## src/lsu_defs.svh

```systemverilog
// width macros for address, data, byte enables and event counters
`ifndef LSU_DEFS_SVH
`define LSU_DEFS_SVH

////////////////////////////////////////////////////////////
// bus widths
////////////////////////////////////////////////////////////

`define LSU_ADDR_W 32   // byte address
`define LSU_DATA_W 32   // one bus word
`define LSU_BE_W   4    // one enable per byte lane

////////////////////////////////////////////////////////////
// performance counters
////////////////////////////////////////////////////////////

`define LSU_CNT_W  16   // wraps, no saturation

`endif

```

## src/lsu_pkg.sv

```systemverilog
// shared types: access size, controller state, counter value
`include "lsu_defs.svh"

package lsu_pkg;

  ////////////////////////////////////////////////////////////
  // access size, same encoding as the core's data type
  ////////////////////////////////////////////////////////////
  typedef enum logic [1:0] {
    SIZE_BYTE = 2'b00,
    SIZE_HALF = 2'b01,
    SIZE_WORD = 2'b10
  } lsu_size_e;

  ////////////////////////////////////////////////////////////
  // controller states
  ////////////////////////////////////////////////////////////
  typedef enum logic [2:0] {
    IDLE    = 3'd0,  // ready for a command
    REQ_P0  = 3'd1,  // first part on the bus
    WAIT_P0 = 3'd2,  // first part granted, waiting rvalid
    REQ_P1  = 3'd3,  // second word of a misaligned access
    WAIT_P1 = 3'd4,
    RESP    = 3'd5   // one-cycle response pulse
  } lsu_state_e;

  // event counter value
  typedef logic [`LSU_CNT_W-1:0] lsu_cnt_t;

endpackage

```

## src/lsu_ctrl_fsm.sv

```systemverilog
// load-store controller FSM: command capture, bus sequencing, response and error
`timescale 1ns/1ps
`include "lsu_defs.svh"

module lsu_ctrl_fsm import lsu_pkg::*; (
  input  logic                   clk_i,
  input  logic                   rst_n_i,
  // command side
  input  logic                   cmd_valid_i,
  input  logic                   cmd_we_i,
  input  lsu_size_e              cmd_size_i,
  input  logic                   cmd_sign_ext_i,
  input  logic [`LSU_ADDR_W-1:0] cmd_addr_i,
  input  logic [`LSU_DATA_W-1:0] cmd_wdata_i,
  output logic                   cmd_ready_o,
  output logic                   busy_o,
  // memory handshake
  output logic                   data_req_o,
  output logic                   data_we_o,
  input  logic                   data_gnt_i,
  input  logic                   data_rvalid_i,
  input  logic                   data_err_i,
  // data path control
  input  logic                   misaligned_i,    // from lane aligner
  output logic                   part_sel_o,      // 1 while second word is on the bus
  output logic                   rvalid_p0_o,
  output logic                   rvalid_last_o,
  // response and perf strobes
  output logic                   rsp_valid_o,
  output logic                   rsp_err_o,
  output logic                   gnt_load_o,
  output logic                   gnt_store_o,
  // registered command fields
  output lsu_size_e              size_q_o,
  output logic                   sign_ext_q_o,
  output logic [`LSU_ADDR_W-1:0] addr_q_o,
  output logic [`LSU_DATA_W-1:0] wdata_q_o
);

  lsu_state_e state_q, state_d;
  logic       we_q;
  logic       err_q;     // sticky over all beats of the command
  logic       accept;
  logic       in_wait;

  assign accept  = cmd_valid_i & cmd_ready_o;
  assign in_wait = (state_q == WAIT_P0) | (state_q == WAIT_P1);

  ////////////////////////////////////////////////////////////
  // next state
  ////////////////////////////////////////////////////////////
  always_comb begin
    state_d = state_q;
    case (state_q)
      IDLE:    if (accept) state_d = REQ_P0;
      REQ_P0:  if (data_gnt_i) state_d = WAIT_P0;
      WAIT_P0: if (data_rvalid_i) state_d = misaligned_i ? REQ_P1 : RESP;
      REQ_P1:  if (data_gnt_i) state_d = WAIT_P1;
      WAIT_P1: if (data_rvalid_i) state_d = RESP;
      RESP:    state_d = IDLE;   // pulse done, back to ready
      default: state_d = IDLE;
    endcase
  end

  always_ff @(posedge clk_i) begin
    if (!rst_n_i) begin
      state_q <= IDLE;
      err_q   <= 1'b0;
    end else begin
      state_q <= state_d;
      if (accept) err_q <= 1'b0;   // fresh command
      else if (in_wait && data_rvalid_i) err_q <= err_q | data_err_i;
    end
  end

  // command fields, sampled once at acceptance
  always_ff @(posedge clk_i) begin
    if (accept) begin
      we_q         <= cmd_we_i;
      size_q_o     <= cmd_size_i;
      sign_ext_q_o <= cmd_sign_ext_i;
      addr_q_o     <= cmd_addr_i;
      wdata_q_o    <= cmd_wdata_i;
    end
  end

  ////////////////////////////////////////////////////////////
  // outputs
  ////////////////////////////////////////////////////////////
  assign cmd_ready_o   = (state_q == IDLE);
  assign busy_o        = (state_q != IDLE);          // includes RESP cycle
  assign data_req_o    = (state_q == REQ_P0) | (state_q == REQ_P1);
  assign data_we_o     = we_q;
  assign part_sel_o    = (state_q == REQ_P1) | (state_q == WAIT_P1);
  assign rvalid_p0_o   = (state_q == WAIT_P0) & data_rvalid_i;
  assign rvalid_last_o = data_rvalid_i &
                         (((state_q == WAIT_P0) & ~misaligned_i) | (state_q == WAIT_P1));
  assign rsp_valid_o   = (state_q == RESP);
  assign rsp_err_o     = (state_q == RESP) & err_q;

  // granted transactions by direction, counts both parts
  assign gnt_load_o    = data_req_o & data_gnt_i & ~data_we_o;
  assign gnt_store_o   = data_req_o & data_gnt_i & data_we_o;

  // back-pressure rule, request and its fields hold until granted
  a_req_hold: assert property (@(posedge clk_i) disable iff (!rst_n_i)
    data_req_o && !data_gnt_i |=> data_req_o && $stable(addr_q_o) && $stable(wdata_q_o)
      && $stable(size_q_o) && $stable(data_we_o) && $stable(part_sel_o))
    else $error("request fields changed before grant");

  // memory must not answer without an outstanding granted request
  a_rvalid_wait: assert property (@(posedge clk_i) disable iff (!rst_n_i)
    data_rvalid_i |-> in_wait)
    else $error("rvalid outside a wait state");

endmodule

```

## src/lsu_wdata_align.sv

```systemverilog
// address, byte enable and write lane placement for each part of an access
`timescale 1ns/1ps
`include "lsu_defs.svh"

module lsu_wdata_align import lsu_pkg::*; (
  input  logic [`LSU_ADDR_W-1:0] addr_q_i,
  input  lsu_size_e              size_q_i,
  input  logic [`LSU_DATA_W-1:0] wdata_q_i,
  input  logic                   part_sel_i,     // 0 first word, 1 next word
  output logic [`LSU_ADDR_W-1:0] data_addr_o,    // always word aligned
  output logic [`LSU_BE_W-1:0]   data_be_o,
  output logic [`LSU_DATA_W-1:0] data_wdata_o,
  output logic                   misaligned_o
);

  logic [1:0]                 offset;
  logic [`LSU_ADDR_W-3:0]     word_addr;
  logic [`LSU_BE_W-1:0]       be_base;     // enables before the shift
  logic [2*`LSU_BE_W-1:0]     be_pair;     // enables over two words
  logic [2*`LSU_DATA_W-1:0]   wdata_pair;

  assign offset = addr_q_i[1:0];

  ////////////////////////////////////////////////////////////
  // misalignment, access crosses a word boundary
  ////////////////////////////////////////////////////////////
  always_comb begin
    case (size_q_i)
      SIZE_WORD: misaligned_o = (offset != 2'b00);
      SIZE_HALF: misaligned_o = (offset == 2'b11);
      default:   misaligned_o = 1'b0;   // a byte never crosses
    endcase
  end

  // word address, next word for part 1
  assign word_addr   = addr_q_i[`LSU_ADDR_W-1:2] + (`LSU_ADDR_W-2)'(part_sel_i);
  assign data_addr_o = {word_addr, 2'b00};

  ////////////////////////////////////////////////////////////
  // byte enables
  ////////////////////////////////////////////////////////////
  always_comb begin
    case (size_q_i)
      SIZE_BYTE: be_base = 4'b0001;
      SIZE_HALF: be_base = 4'b0011;
      default:   be_base = 4'b1111;
    endcase
  end

  // shift over a double word, upper half belongs to part 1
  assign be_pair   = {{`LSU_BE_W{1'b0}}, be_base} << offset;
  assign data_be_o = part_sel_i ? be_pair[2*`LSU_BE_W-1:`LSU_BE_W]
                                : be_pair[`LSU_BE_W-1:0];

  ////////////////////////////////////////////////////////////
  // write lanes
  ////////////////////////////////////////////////////////////
  // rotate left by offset bytes, same lanes for both parts
  // the enables pick out the valid bytes in each word
  assign wdata_pair   = {wdata_q_i, wdata_q_i} << {offset, 3'b000};
  assign data_wdata_o = wdata_pair[2*`LSU_DATA_W-1:`LSU_DATA_W];

endmodule

```

## src/lsu_rdata_extend.sv

```systemverilog
// read data path: first part capture, merge of both parts, sign or zero extension
`timescale 1ns/1ps
`include "lsu_defs.svh"

module lsu_rdata_extend import lsu_pkg::*; (
  input  logic                   clk_i,
  input  logic                   rst_n_i,
  input  logic [`LSU_DATA_W-1:0] data_rdata_i,
  input  logic                   rvalid_p0_i,     // first part beat
  input  logic                   rvalid_last_i,   // final beat of the command
  input  logic [`LSU_ADDR_W-1:0] addr_q_i,        // only the byte offset matters
  input  lsu_size_e              size_q_i,
  input  logic                   sign_ext_q_i,
  input  logic                   misaligned_i,
  output logic [`LSU_DATA_W-1:0] rsp_rdata_o
);

  logic [`LSU_DATA_W-1:0]   p0_q;        // held first word
  logic [`LSU_DATA_W-1:0]   lo_word;
  logic [2*`LSU_DATA_W-1:0] pair_shr;
  logic [`LSU_DATA_W-1:0]   merged;
  logic [`LSU_DATA_W-1:0]   extended;

  always_ff @(posedge clk_i) begin
    if (rvalid_p0_i) p0_q <= data_rdata_i;
  end

  ////////////////////////////////////////////////////////////
  // merge
  ////////////////////////////////////////////////////////////
  // part 0 gives the low bytes, current beat the rest
  // aligned access uses the current beat for both halves
  assign lo_word  = misaligned_i ? p0_q : data_rdata_i;
  assign pair_shr = {data_rdata_i, lo_word} >> {addr_q_i[1:0], 3'b000};
  assign merged   = pair_shr[`LSU_DATA_W-1:0];

  ////////////////////////////////////////////////////////////
  // extension by size
  ////////////////////////////////////////////////////////////
  always_comb begin
    case (size_q_i)
      SIZE_BYTE: extended = {{(`LSU_DATA_W-8){sign_ext_q_i & merged[7]}}, merged[7:0]};
      SIZE_HALF: extended = {{(`LSU_DATA_W-16){sign_ext_q_i & merged[15]}}, merged[15:0]};
      default:   extended = merged;   // full word, nothing to fill
    endcase
  end

  // result register, loaded on the final beat only
  always_ff @(posedge clk_i) begin
    if (!rst_n_i) begin
      rsp_rdata_o <= '0;
    end else if (rvalid_last_i) begin
      rsp_rdata_o <= extended;
    end
  end

  // a split access needs two separate beats before the result
  a_split_beats: assert property (@(posedge clk_i) disable iff (!rst_n_i)
    misaligned_i |-> !(rvalid_last_i && rvalid_p0_i))
    else $error("final beat merged with first part of a split access");

endmodule

```

## src/lsu_event_counter.sv

```systemverilog
// wrapping event counter for granted loads or stores
`timescale 1ns/1ps
`include "lsu_defs.svh"

module lsu_event_counter import lsu_pkg::*; (
  input  logic     clk_i,
  input  logic     rst_n_i,
  input  logic     event_i,   // one strobe per granted transaction
  output lsu_cnt_t count_o
);

  lsu_cnt_t count_q;
  lsu_cnt_t count_d;

  ////////////////////////////////////////////////////////////
  // increment, wraps to zero past all ones
  ////////////////////////////////////////////////////////////
  always_comb begin
    count_d = count_q;
    if (event_i) begin
      count_d = count_q + `LSU_CNT_W'(1);
    end
  end

  always_ff @(posedge clk_i) begin
    if (!rst_n_i) begin
      count_q <= '0;
    end else begin
      count_q <= count_d;
    end
  end

  assign count_o = count_q;   // visible one cycle after the event

endmodule

```

## src/lsu_top.sv

```systemverilog
// data memory access unit top: controller, lane aligner, read extend, perf counters
`timescale 1ns/1ps
`include "lsu_defs.svh"

module lsu_top import lsu_pkg::*; (
  input  logic                   clk_i,
  input  logic                   rst_n_i,
  // command
  input  logic                   cmd_valid_i,
  output logic                   cmd_ready_o,
  input  logic                   cmd_we_i,
  input  lsu_size_e              cmd_size_i,
  input  logic                   cmd_sign_ext_i,
  input  logic [`LSU_ADDR_W-1:0] cmd_addr_i,
  input  logic [`LSU_DATA_W-1:0] cmd_wdata_i,
  // response
  output logic                   rsp_valid_o,
  output logic [`LSU_DATA_W-1:0] rsp_rdata_o,
  output logic                   rsp_err_o,
  output logic                   busy_o,
  // data memory, request/grant/rvalid
  output logic                   data_req_o,
  input  logic                   data_gnt_i,
  input  logic                   data_rvalid_i,
  output logic                   data_we_o,
  output logic [`LSU_BE_W-1:0]   data_be_o,
  output logic [`LSU_ADDR_W-1:0] data_addr_o,
  output logic [`LSU_DATA_W-1:0] data_wdata_o,
  input  logic [`LSU_DATA_W-1:0] data_rdata_i,
  input  logic                   data_err_i,
  // perf counters
  output lsu_cnt_t               perf_load_cnt_o,
  output lsu_cnt_t               perf_store_cnt_o
);

  logic                   misaligned;
  logic                   part_sel;
  logic                   rvalid_p0;
  logic                   rvalid_last;
  logic                   gnt_load;
  logic                   gnt_store;
  lsu_size_e              size_q;
  logic                   sign_ext_q;
  logic [`LSU_ADDR_W-1:0] addr_q;
  logic [`LSU_DATA_W-1:0] wdata_q;

  ////////////////////////////////////////////////////////////
  // controller
  ////////////////////////////////////////////////////////////
  lsu_ctrl_fsm ctrl_fsm_i (
    .clk_i          ( clk_i          ),
    .rst_n_i        ( rst_n_i        ),
    .cmd_valid_i    ( cmd_valid_i    ),
    .cmd_we_i       ( cmd_we_i       ),
    .cmd_size_i     ( cmd_size_i     ),
    .cmd_sign_ext_i ( cmd_sign_ext_i ),
    .cmd_addr_i     ( cmd_addr_i     ),
    .cmd_wdata_i    ( cmd_wdata_i    ),
    .cmd_ready_o    ( cmd_ready_o    ),
    .busy_o         ( busy_o         ),
    .data_req_o     ( data_req_o     ),
    .data_we_o      ( data_we_o      ),
    .data_gnt_i     ( data_gnt_i     ),
    .data_rvalid_i  ( data_rvalid_i  ),
    .data_err_i     ( data_err_i     ),
    .misaligned_i   ( misaligned     ),
    .part_sel_o     ( part_sel       ),
    .rvalid_p0_o    ( rvalid_p0      ),
    .rvalid_last_o  ( rvalid_last    ),
    .rsp_valid_o    ( rsp_valid_o    ),
    .rsp_err_o      ( rsp_err_o      ),
    .gnt_load_o     ( gnt_load       ),   // to load counter
    .gnt_store_o    ( gnt_store      ),   // to store counter
    .size_q_o       ( size_q         ),
    .sign_ext_q_o   ( sign_ext_q     ),
    .addr_q_o       ( addr_q         ),
    .wdata_q_o      ( wdata_q        )
  );

  ////////////////////////////////////////////////////////////
  // data path
  ////////////////////////////////////////////////////////////
  lsu_wdata_align wdata_align_i (
    .addr_q_i     ( addr_q       ),
    .size_q_i     ( size_q       ),
    .wdata_q_i    ( wdata_q      ),
    .part_sel_i   ( part_sel     ),
    .data_addr_o  ( data_addr_o  ),
    .data_be_o    ( data_be_o    ),
    .data_wdata_o ( data_wdata_o ),
    .misaligned_o ( misaligned   )
  );

  lsu_rdata_extend rdata_extend_i (
    .clk_i         ( clk_i        ),
    .rst_n_i       ( rst_n_i      ),
    .data_rdata_i  ( data_rdata_i ),
    .rvalid_p0_i   ( rvalid_p0    ),
    .rvalid_last_i ( rvalid_last  ),
    .addr_q_i      ( addr_q       ),
    .size_q_i      ( size_q       ),
    .sign_ext_q_i  ( sign_ext_q   ),
    .misaligned_i  ( misaligned   ),
    .rsp_rdata_o   ( rsp_rdata_o  )
  );

  ////////////////////////////////////////////////////////////
  // perf counters, one tick per granted transaction
  ////////////////////////////////////////////////////////////
  lsu_event_counter load_cnt_i (
    .clk_i   ( clk_i           ),
    .rst_n_i ( rst_n_i         ),
    .event_i ( gnt_load        ),
    .count_o ( perf_load_cnt_o )
  );

  lsu_event_counter store_cnt_i (
    .clk_i   ( clk_i            ),
    .rst_n_i ( rst_n_i          ),
    .event_i ( gnt_store        ),
    .count_o ( perf_store_cnt_o )
  );

endmodule

```

## config.mk

```make
export PLATFORM = sky130hd
export DESIGN_NAME = lsu_top
export DESIGN_NICKNAME = d
export VERILOG_FILES = /design/src/lsu_pkg.sv /design/src/lsu_ctrl_fsm.sv /design/src/lsu_wdata_align.sv /design/src/lsu_rdata_extend.sv /design/src/lsu_event_counter.sv /design/src/lsu_top.sv
export VERILOG_INCLUDE_DIRS = /design/src /design/src/src
export SDC_FILE = /design/constraint.sdc
export NUM_CORES = 1
export LEC_CHECK = 0
export ABC_AREA = 1
export CELL_PAD_IN_SITES_DETAIL_PLACEMENT = 1
export CELL_PAD_IN_SITES_GLOBAL_PLACEMENT = 2
export CORE_ASPECT_RATIO = 0.6
export CORE_MARGIN = 2
export CORE_UTILIZATION = 35
export DETAILED_ROUTE_END_ITERATION = 10
export DONT_BUFFER_PORTS = 1
export PLACE_DENSITY_LB_ADDON = 0.3
export SYNTH_ARGS = -nofsm -noshare
export SYNTH_HDL_FRONTEND = slang
export SYNTH_SLANG_ARGS = --single-unit
export TNS_END_PERCENT = 100
```

## constraint.sdc

```tcl
create_clock -name clk_i -period 4.4 [get_ports clk_i]
set_input_delay 0.22 -clock clk_i [delete_from_list [all_inputs] [get_ports clk_i]]
set_output_delay 0.22 -clock clk_i [all_outputs]
set_load 0.02 [all_outputs]
```

==> results of run 1 <==
[critical path: stages (launching register included)]
cell and delay [ns]:
sky130_fd_sc_hd__dfxtp_1 0.38, sky130_fd_sc_hd__inv_1 0.10, sky130_fd_sc_hd__nor2_4 0.23, sky130_fd_sc_hd__nand2_1 0.13, sky130_fd_sc_hd__nand2_1 0.28, sky130_fd_sc_hd__ha_1 0.25, sky130_fd_sc_hd__ha_1 0.20, sky130_fd_sc_hd__nand3_1 0.13
sky130_fd_sc_hd__nor2_1 0.30, sky130_fd_sc_hd__nand3b_1 0.24, sky130_fd_sc_hd__nor3_1 0.41, sky130_fd_sc_hd__nand2_1 0.20, sky130_fd_sc_hd__nor2_1 0.15, sky130_fd_sc_hd__xor2_1 0.41
[power groups by stage]
stage	sequential (mW)	clock, mW	combinational, mW
after detailed placement	2.16	0	1.70
after floorplan	2.08	0	1.33
after CTS	2.13	1.53	1.79
final	2.13	1.49	1.78
after global routing	2.16	1.59	1.97
after global placement	2.15	0	1.68
[synthesized netlist by cell type, types with 7 or more instances]
cell type                  count  area (um^2)
sky130_fd_sc_hd__mux2i_1      32          320
sky130_fd_sc_hd__clkbuf_1     27          101
sky130_fd_sc_hd__xor2_1       19          166
sky130_fd_sc_hd__or2_2         7         43.8
sky130_fd_sc_hd__a41oi_1       7         61.3
sky130_fd_sc_hd__nand4_1       9         56.3
sky130_fd_sc_hd__nand3b_1     10         75.1
sky130_fd_sc_hd__a21oi_1      36          180
sky130_fd_sc_hd__inv_1       105          394
sky130_fd_sc_hd__ha_1          8          100
sky130_fd_sc_hd__o21ai_0      89          445
sky130_fd_sc_hd__nand3_1     122          611
sky130_fd_sc_hd__buf_2        13         65.1
sky130_fd_sc_hd__dfxtp_1      68         1360
sky130_fd_sc_hd__edfxtp_1     92         2760
sky130_fd_sc_hd__nor3_1       23          115
sky130_fd_sc_hd__nor2_1       72          270
sky130_fd_sc_hd__o21a_1       11         82.6
sky130_fd_sc_hd__nand2_1     220          826
sky130_fd_sc_hd__xnor2_1      13          114
[state kept, by name, summed over array words and instances (netlist names)]
name / count
ctrl_fsm_i.err_q: 1
ctrl_fsm_i.data_we_o: 1
ctrl_fsm_i.addr_q_o: 32
rdata_extend_i.rsp_rdata_o: 32
ctrl_fsm_i.sign_ext_q_o: 1
store_cnt_i.count_o: 16
load_cnt_i.count_o: 16
ctrl_fsm_i.state_q: 3
ctrl_fsm_i.size_q_o: 2
rdata_extend_i.p0_q: 24
ctrl_fsm_i.wdata_q_o: 32
[kinds of logic after synthesis]
kind of cell,count (synthesis)
compound gates,161
buf+inv,154
other cells,1
flops,160
fa+ha+maj,8
mux,32
simple gates,484
xor+xnor,32
[area by class of cell]
cell class	instances	area, um^2	share of cell area (%)
Sequential cell	160	4120	39.7
Inverter	106	398	3.83
Clock inverter	6	40.0	0.386
Multi-Input combinational cell	719	3780	36.5
Timing Repair Buffer	111	1080	10.4
Clock buffer	26	546	5.26
Tap cell	322	403	3.88
[metrics by stage]
step | hold slack (ns) | cells | util [%] | total power, mW
after global routing | 0.0567 | 1450 | 43.1 | 5.72
after detailed placement | 0.319 | 1322 | 36.7 | 3.86
after CTS | 0.0331 | 1450 | 43.1 | 5.44
after global placement | 0.319 | 1322 | 36.7 | 3.83
final | 0.0671 | 1450 | 43.1 | 5.39
after floorplan | 0.319 | 1033 | - | 3.41
[placed cells by master (no fill, tap or decap), drive strengths merged, types with 19 or more instances in the layout]
cell	count
nor2	78
o21ai	91
nor3	23
xor2	19
a21oi	36
inv	107
mux2i	32
dlygate4sd3	95
dfxtp	68
clkbuf	26
edfxtp	92
nand3	126
nand2	226
[final timing paths]
kind / cells after the start / slack, ns / to / from
min: 3 / 0.07 / ctrl_fsm_i.state_q[2]$_SDFFE_PN0P_ / data_rvalid_i
min reg2reg: 2 / 0.54 / ctrl_fsm_i.state_q[1]$_SDFFE_PN0P_ / ctrl_fsm_i.state_q[1]$_SDFFE_PN0P_
max reg2reg: 8 / 1.64 / rdata_extend_i.rsp_rdata_o[0]$_SDFFE_PN0P_ / ctrl_fsm_i.addr_q_o[0]$_DFFE_PP_
max: 13 / 0.33 / data_addr_o[26] / ctrl_fsm_i.state_q[0]$_SDFFE_PN0P_
[layer usage]
layer,GRT usage (%),up-vias,routed length (um)
li1,-,3652,-
met1,32.0,3631,14100
met2,35.7,154,12800
met3,5.76,20,1500
met4,5.04,0,281
met5,0,-,0
==> reports/qor_table.md, run 1 <==
| Step | Result | Reported |
|---|---|---|
| outcome | Status | completed |
| yosys | Number of enable flip-flop cells after synthesis | 92 |
| critical path | Critical setup path kind | register to output pin |
| yosys | Fraction of the mapped netlist area in adder cells | 1.18% |
| detailed routing | Routed length per instance | 19.8 um |
| critical path | Kind of capture point of the worst setup path | output pin |
| timing | Number of pins exceeding their max-slew limit in the final report | 0 |
| pwr | Leakage power summed over all cells | 4.21 nW |
| critical path | Setup crit start kind | register |
| yosys | Mux cell area share after synthesis | 3.76% |
| timing | Slew HR | 32.1% |
| yosys | Per-instance average area after synthesis | 8.25 um^2 |
| pwr | Cell-internal power | 3.22 mW |
| floorplanning | Count of boundary I/O pins | 244 |
| yosys | Synthesis warning total | 0 |
| floorplanning | Die Ht | 125 um |
| floorplanning | Die area | 25600 um^2 |
| placement | HPWL after detailed placement | 20.1 mm |
| detailed routing | Antenna viol nets, final | 0 |
| cts | CTS sink count | 160 |
| global routing | Global-route wire length before repair | 44.7 mm |
| pwr | Combinational group share of total power | 32.9% |
| layout | Layout cell share with drive strength beyond 1 | 6.21% |
| cts | Clk Tree Root Cell | sky130_fd_sc_hd__clkbuf_16 |
| detailed routing | Residual DRC | 0 |
| timing | Setup Total Neg Slack | 0 ns |
| yosys | Yosys cell types | 41 |
| yosys | Sequential share of the synthesized area | 48.4% |
| yosys | Synth Area in XOR/XNOR | 3.29% |
| yosys | Complex-gate fraction of the synthesized area | 10.6% |
| cts | H-tree level count | 4 |
| flow run | Max capacitance violation total | 0 |
| min path | Hold Crit Class | input pin to register |
| yosys | Share of async-settable or async-resettable flops after synthesis | 0% |
| floorplanning | Standard cell core area | 24100 um^2 |
| timing | Post-Route Skew | 0.00880 ns |
| timing | Setup Viol. Count Final | 0 |
| detailed routing | Total wirelength of the detailed-routed design | 28.7 mm |
| layout | Area Overhead vs Synth | 21.9% |
| cts | CTS tree | yes |
| layout | NumNets Final | 1229 |
| pwr | Power Density | 520 nW/um^2 |
| floorplanning | Die Width | 205 um |
| critical path | Data arrival at the endpoint of the critical path | 3.85 ns |
| critical path | Crit path max fanout | 7 |
| detailed routing | First-iteration detailed-routing DRC count | 383 |
| placement | Post-Place Setup Slack | 0.849 ns |
| detailed routing | Length of the first detailed-routing pass in iterations | 4 |
| pwr | Switching power summed over all nets | 2.18 mW |
| timing | Actual slew at the worst max-slew pin | 1.02 ns |
| timing | FMAX | 246 MHz |
| yosys | Largest family of logic cells by synthesized area | simple AND/OR/NAND/NOR gates |
| cts | Number of setup buffers added after CTS | 0 |
| cts | Hold-fix buffers, CTS | 96 |
| pwr | Net switching fraction of the power | 40.4% |
| global routing | Pin count of the biggest net entering global routing | 70 |
| timing | RSZ-0062 raised after global routing | no |
| cts | Clock insertion delay at the later pin of the skew report | 0.44 ns |
| yosys | Leading register cell type out of synthesis | sky130_fd_sc_hd__edfxtp_1 |
| global routing | Global-route congestion overflow total | 0 |
| cts | Post-cts gate resize count | 0 |
| global routing | Aggregate global-route resource usage | 22.9% |
| critical path | Required time of the critical path | 4.18 ns |
| layout | Final cell area excluding filler cells | 10400 um^2 |
| timing | Tcrit/Tclk final | 92.5% |
| timing | Final critical path time including I/O delays and setup | 4.07 ns |
| cts | Clock buffer count from CTS | 17 |
| pwr | Maximum vdd ir drop | 0.000289 V |
| floorplanning | Initial Util | 35.4% |
| yosys | Post-synthesis share of cell area spent on and, or, nand and nor gates | 25.4% |
| placement | Total cell area at the placement stage | 8820 um^2 |
| detailed routing | Routed vias | 7457 |
| floorplanning | Number of standard-cell rows in the floorplan | 44 |
| detailed routing | Vias per inst | 5.14 |
| yosys | Syn Std Cell Area | 8510 um^2 |
| yosys | Number of instances in the synthesized netlist | 1032 |
| placement | Port Buffers | 0 |
| global routing | Initial antenna violation count | 0 |
| pwr | Register share of total power | 39.4% |
| timing | Final setup slack of the worst path | 0.331 ns |
| layout | Fillcell total | 2851 |
| cts | Deepest clock path buffer count | 2 |
| layout | Antenna diode instance count | 0 |
| timing | Final hold violation count | 0 |
| placement | RePlAce Congestion | 0.814 |
| global routing | Via count of the first global-routing pass | 7714 |
| cts | Clock transition at the register clock pins on the worst setup and hold paths after CTS | 0.06 ns |
| yosys | Number of flip-flops and latches in the synthesized netlist | 160 |
| pwr | Clock power frac | 27.6% |
Note: power is estimated with default switching activity, not from simulation.
==> inputs of run 2 (changes only) <==
--- a/config.mk
+++ b/config.mk
@@ -11,10 +11,10 @@
 export CELL_PAD_IN_SITES_GLOBAL_PLACEMENT = 2
 export CORE_ASPECT_RATIO = 0.6
 export CORE_MARGIN = 2
-export CORE_UTILIZATION = 35
+export CORE_UTILIZATION = 33
 export DETAILED_ROUTE_END_ITERATION = 10
 export DONT_BUFFER_PORTS = 1
-export PLACE_DENSITY_LB_ADDON = 0.3
+export PLACE_DENSITY_LB_ADDON = 0.08
 export SYNTH_ARGS = -nofsm -noshare
 export SYNTH_HDL_FRONTEND = slang
 export SYNTH_SLANG_ARGS = --single-unit
==> constraint.sdc (replaced) <==
create_clock -name clk_i -period 3.32 [get_ports clk_i]
set_input_delay 0.166 -clock clk_i [delete_from_list [all_inputs] [get_ports clk_i]]
set_output_delay 0.166 -clock clk_i [all_outputs]
set_load 0.02 [all_outputs]
==> reports/qor_table.md, run 2 (synthesized netlist as in run 1, its figures left out) <==
| Step | Result | Reported | Delta |
|---|---|---|---|
| critical path | Critical setup path kind | register to output pin |  |
| placement | HPWL after detailed placement | 21.2 mm | +5.2% |
| layout | Area Overhead vs Synth | 27.0% |  |
| cts | Clk Tree Root Cell | sky130_fd_sc_hd__clkbuf_16 |  |
| outcome | Status | completed |  |
| cts | Clock insertion delay at the later pin of the skew report | 0.45 ns | about the same |
| min path | Hold Crit Endpoint | rdata_extend_i.rsp_rdata_o[6]$_SDFFE_PN0P_ |  |
| cts | CTS tree | yes |  |
| min path | Worst hold path cell count | 2 | -1 |
| global routing | Initial antenna violation count | 0 | unchanged |
| critical path | Kind of capture point of the worst setup path | output pin |  |
| timing | Number of pins exceeding their max-slew limit in the final report | 0 | unchanged |
| timing | Final critical path time including I/O delays and setup | 3.17 ns |  |
| flow run | Max capacitance violation total | 0 | unchanged |
| cts | CTS sink count | 160 | unchanged |
| pwr | Maximum vdd ir drop | 0.000382 V | +32% |
| floorplanning | Count of boundary I/O pins | 244 | unchanged |
| layout | Leading cell type in the layout, fill and taps excluded | sky130_fd_sc_hd__nand2_1 |  |
| critical path | Reg2reg end | rdata_extend_i.rsp_rdata_o[24]$_SDFFE_PN0P_ |  |
| global routing | Aggregate global-route resource usage | 22.2% | -0.72 points |
| layout | Largest registers in the final layout | ctrl_fsm_i.addr_q_o: 32 flops, ctrl_fsm_i.wdata_q_o: 32 flops, rdata_extend_i.rsp_rdata_o: 32 flops |  |
| detailed routing | Vias per inst | 5.06 | -1.6% |
| timing | FMAX | 316 MHz |  |
| floorplanning | Die Width | 211 um | +2.9% |
| cts | H-tree level count | 4 | unchanged |
| detailed routing | Routed vias | 7559 | +1.4% |
| floorplanning | Initial Util | 33.6% | -1.8 points |
| timing | Min Hold Slack | 0.0282 ns | -0.0389 ns |
| cts | Clock transition at the register clock pins on the worst setup and hold paths after CTS | 0.06 ns | about the same |
| global routing | Pin count of the biggest net entering global routing | 57 | -19% |
| timing | Actual slew at the worst max-slew pin | 0.779 ns | -0.237 ns |
| global routing | Global-route congestion overflow total | 0 | unchanged |
| layout | Commonest cells after routing, fill and taps aside | sky130_fd_sc_hd__nand2_1, sky130_fd_sc_hd__nand3_1, sky130_fd_sc_hd__inv_1 |  |
| detailed routing | Residual DRC | 0 | unchanged |
| pwr | Clock power frac | 28.7% | +1.1 points |
| layout | Fillcell total | 2994 | +5.0% |
| layout | Final cell area excluding filler cells | 10800 um^2 | +4.2% |
| critical path | Setup crit start kind | register |  |
| detailed routing | Antenna viol nets, final | 0 | unchanged |
| timing | Slew HR | 47.7% | +16 points |
| detailed routing | Length of the first detailed-routing pass in iterations | 5 | +1 |
| timing | Setup Total Neg Slack | 0 ns | unchanged |
| pwr | Power after layout | 7.52 mW | +39% |
| cts | Clock buffer count from CTS | 17 | unchanged |
| timing | Setup Viol. Count Final | 0 | unchanged |
| min path | Worst Hold Launch | data_rdata_i[6] |  |
| critical path | Setup slack, reg-to-reg | 0.91 ns | -0.73 ns |
| layout | Antenna diode instance count | 0 | unchanged |
| floorplanning | Standard cell core area | 25300 um^2 | +5.3% |
| pwr | Switching power summed over all nets | 2.95 mW | +36% |
| pwr | Cell-internal power | 4.57 mW | +42% |
| critical path | Required time of the critical path | 3.15 ns | -1.03 ns |
| placement | Total cell area at the placement stage | 9050 um^2 | +2.6% |
| timing | Tcrit/Tclk final | 95.4% |  |
| placement | RePlAce Congestion | 0.843 | +3.5% |
| critical path | Critical register-to-register path startpoint | ctrl_fsm_i.size_q_o[0]$_DFFE_PP_ |  |
| layout | Layout cell share with drive strength beyond 1 | 10.1% | +3.9 points |
| detailed routing | Routed length per instance | 20.1 um | +1.3% |
| pwr | Net switching fraction of the power | 39.3% | -1.1 points |
| placement | Port Buffers | 0 | unchanged |
| critical path | Data arrival at the endpoint of the critical path | 3.00 ns | -0.85 ns |
| pwr | Leakage power summed over all cells | 4.41 nW | +4.8% |
| floorplanning | Die area | 27100 um^2 | +5.9% |
| placement | Post-Place Setup Slack | 0.288 ns | -0.561 ns |
| detailed routing | First-iteration detailed-routing DRC count | 425 | +11% |
| pwr | Register share of total power | 37.3% | -2.1 points |
| pwr | Power Density | 695 nW/um^2 | +34% |
| global routing | Global-route wire length before repair | 45.4 mm | +1.6% |
| timing | Final hold violation count | 0 | unchanged |
| min path | Hold Crit Class | input pin to register |  |
| floorplanning | Die Ht | 128 um | +2.9% |
| global routing | Via count of the first global-routing pass | 7553 | -2.1% |
| critical path | Crit path max fanout | 5 | -2 |
| detailed routing | Total wirelength of the detailed-routed design | 30.0 mm | +4.3% |
| floorplanning | Number of standard-cell rows in the floorplan | 45 | +2.3% |
| layout | NumNets Final | 1266 | +3.0% |
| pwr | Combinational group share of total power | 34.1% | +1.2 points |
| cts | Deepest clock path buffer count | 2 | unchanged |
| timing | Final setup slack of the worst path | 0.152 ns | -0.179 ns |
| critical path | Depth of the worst register-to-register path | 10 | +2 |
| timing | Post-Route Skew | 0.0106 ns | +0.00180 ns |
-- run 2: cell types whose count changed in the layout (fill, tap and decap cells not counted), moves of 3 or more --
cell,previous run,this run
sky130_fd_sc_hd__buf_4,15,47
sky130_fd_sc_hd__bufinv_16,0,5
sky130_fd_sc_hd__nor2_1,70,65
sky130_fd_sc_hd__clkbuf_16,21,17
sky130_fd_sc_hd__nor2_4,3,7
sky130_fd_sc_hd__dlygate4sd3_1,95,98
sky130_fd_sc_hd__inv_4,3,0
-- run 2: worst max-delay path, cell delays in order, from the launching register on --
cell and delay (ns):
sky130_fd_sc_hd__dfxtp_1 0.35, sky130_fd_sc_hd__nor2_1 0.10, sky130_fd_sc_hd__inv_1 0.08, sky130_fd_sc_hd__nor2_4 0.11
sky130_fd_sc_hd__inv_1 0.07, sky130_fd_sc_hd__nand2_2 0.08, sky130_fd_sc_hd__ha_2 0.18, sky130_fd_sc_hd__ha_2 0.20
sky130_fd_sc_hd__nand3_2 0.11, sky130_fd_sc_hd__nor2_4 0.17, sky130_fd_sc_hd__nand3b_1 0.22, sky130_fd_sc_hd__nor2_2 0.21
sky130_fd_sc_hd__nand2_1 0.16, sky130_fd_sc_hd__nor4_2 0.20, sky130_fd_sc_hd__xor2_1 0.17, sky130_fd_sc_hd__buf_4 0.15
-- run 2: how the worst max path moves through the flow --
stage / start / to / cells after the start
global placement: ctrl_fsm_i.state_q[2]$_SDFFE_PN0P_ / data_addr_o[26] / 14
global route: ctrl_fsm_i.state_q[1]$_SDFFE_PN0P_ / data_addr_o[30] / 15
finish: ctrl_fsm_i.state_q[1]$_SDFFE_PN0P_ / data_addr_o[30] / 15
detailed placement: ctrl_fsm_i.state_q[2]$_SDFFE_PN0P_ / data_addr_o[26] / 14
floorplan: ctrl_fsm_i.state_q[0]$_SDFFE_PN0P_ / data_addr_o[26] / 13
CTS: ctrl_fsm_i.state_q[2]$_SDFFE_PN0P_ / data_addr_o[26] / 14
-- run 2: metal layers --
metal | global-route usage (%) | vias up | wire, um
li1 | - | 3728 | -
met1 | 32.2 | 3668 | 15200
met2 | 33.2 | 145 | 13200
met3 | 5.30 | 18 | 1360
met4 | 5.18 | 0 | 230
met5 | 0 | - | 0
-- run 2: metrics by stage --
stage,util (%),std cells
CTS,42.2,1485
global placement,35.7,1355
floorplan,-,1033
finish,42.7,1493
detailed placement,35.7,1355
global route,42.7,1493
-- run 2: final cells by class --
class | count | area (um^2) | share of cell area, %
Sequential cell | 160 | 4130 | 38.1
Multi-Input combinational cell | 719 | 3860 | 35.7
Timing Repair Buffer | 148 | 1390 | 12.9
Clock buffer | 19 | 433 | 4.00
Tap cell | 329 | 412 | 3.81
Inverter | 106 | 398 | 3.68
Clock inverter | 12 | 191 | 1.77
-- run 2: what timing repair did --
action / 4_1_cts / 5_1_grt
resized for setup: 5 / 15
hold buffers: 99 / 0
setup buffers: 0 / 8
pin swaps: 0 / 6
endpoints found under the hold margin: 143 / 0
setup endpoints to repair: 7 / 13
-- run 2: power by group through the flow --
stage,registers (mW),clock network (mW),logic (mW)
2_1_floorplan,2.75,0,1.77
3_3_place_gp,2.84,0,2.44
3_5_place_dp,2.84,0,2.45
4_1_cts,2.80,2.21,2.58
5_1_grt,2.84,2.28,2.83
6_report,2.80,2.15,2.56
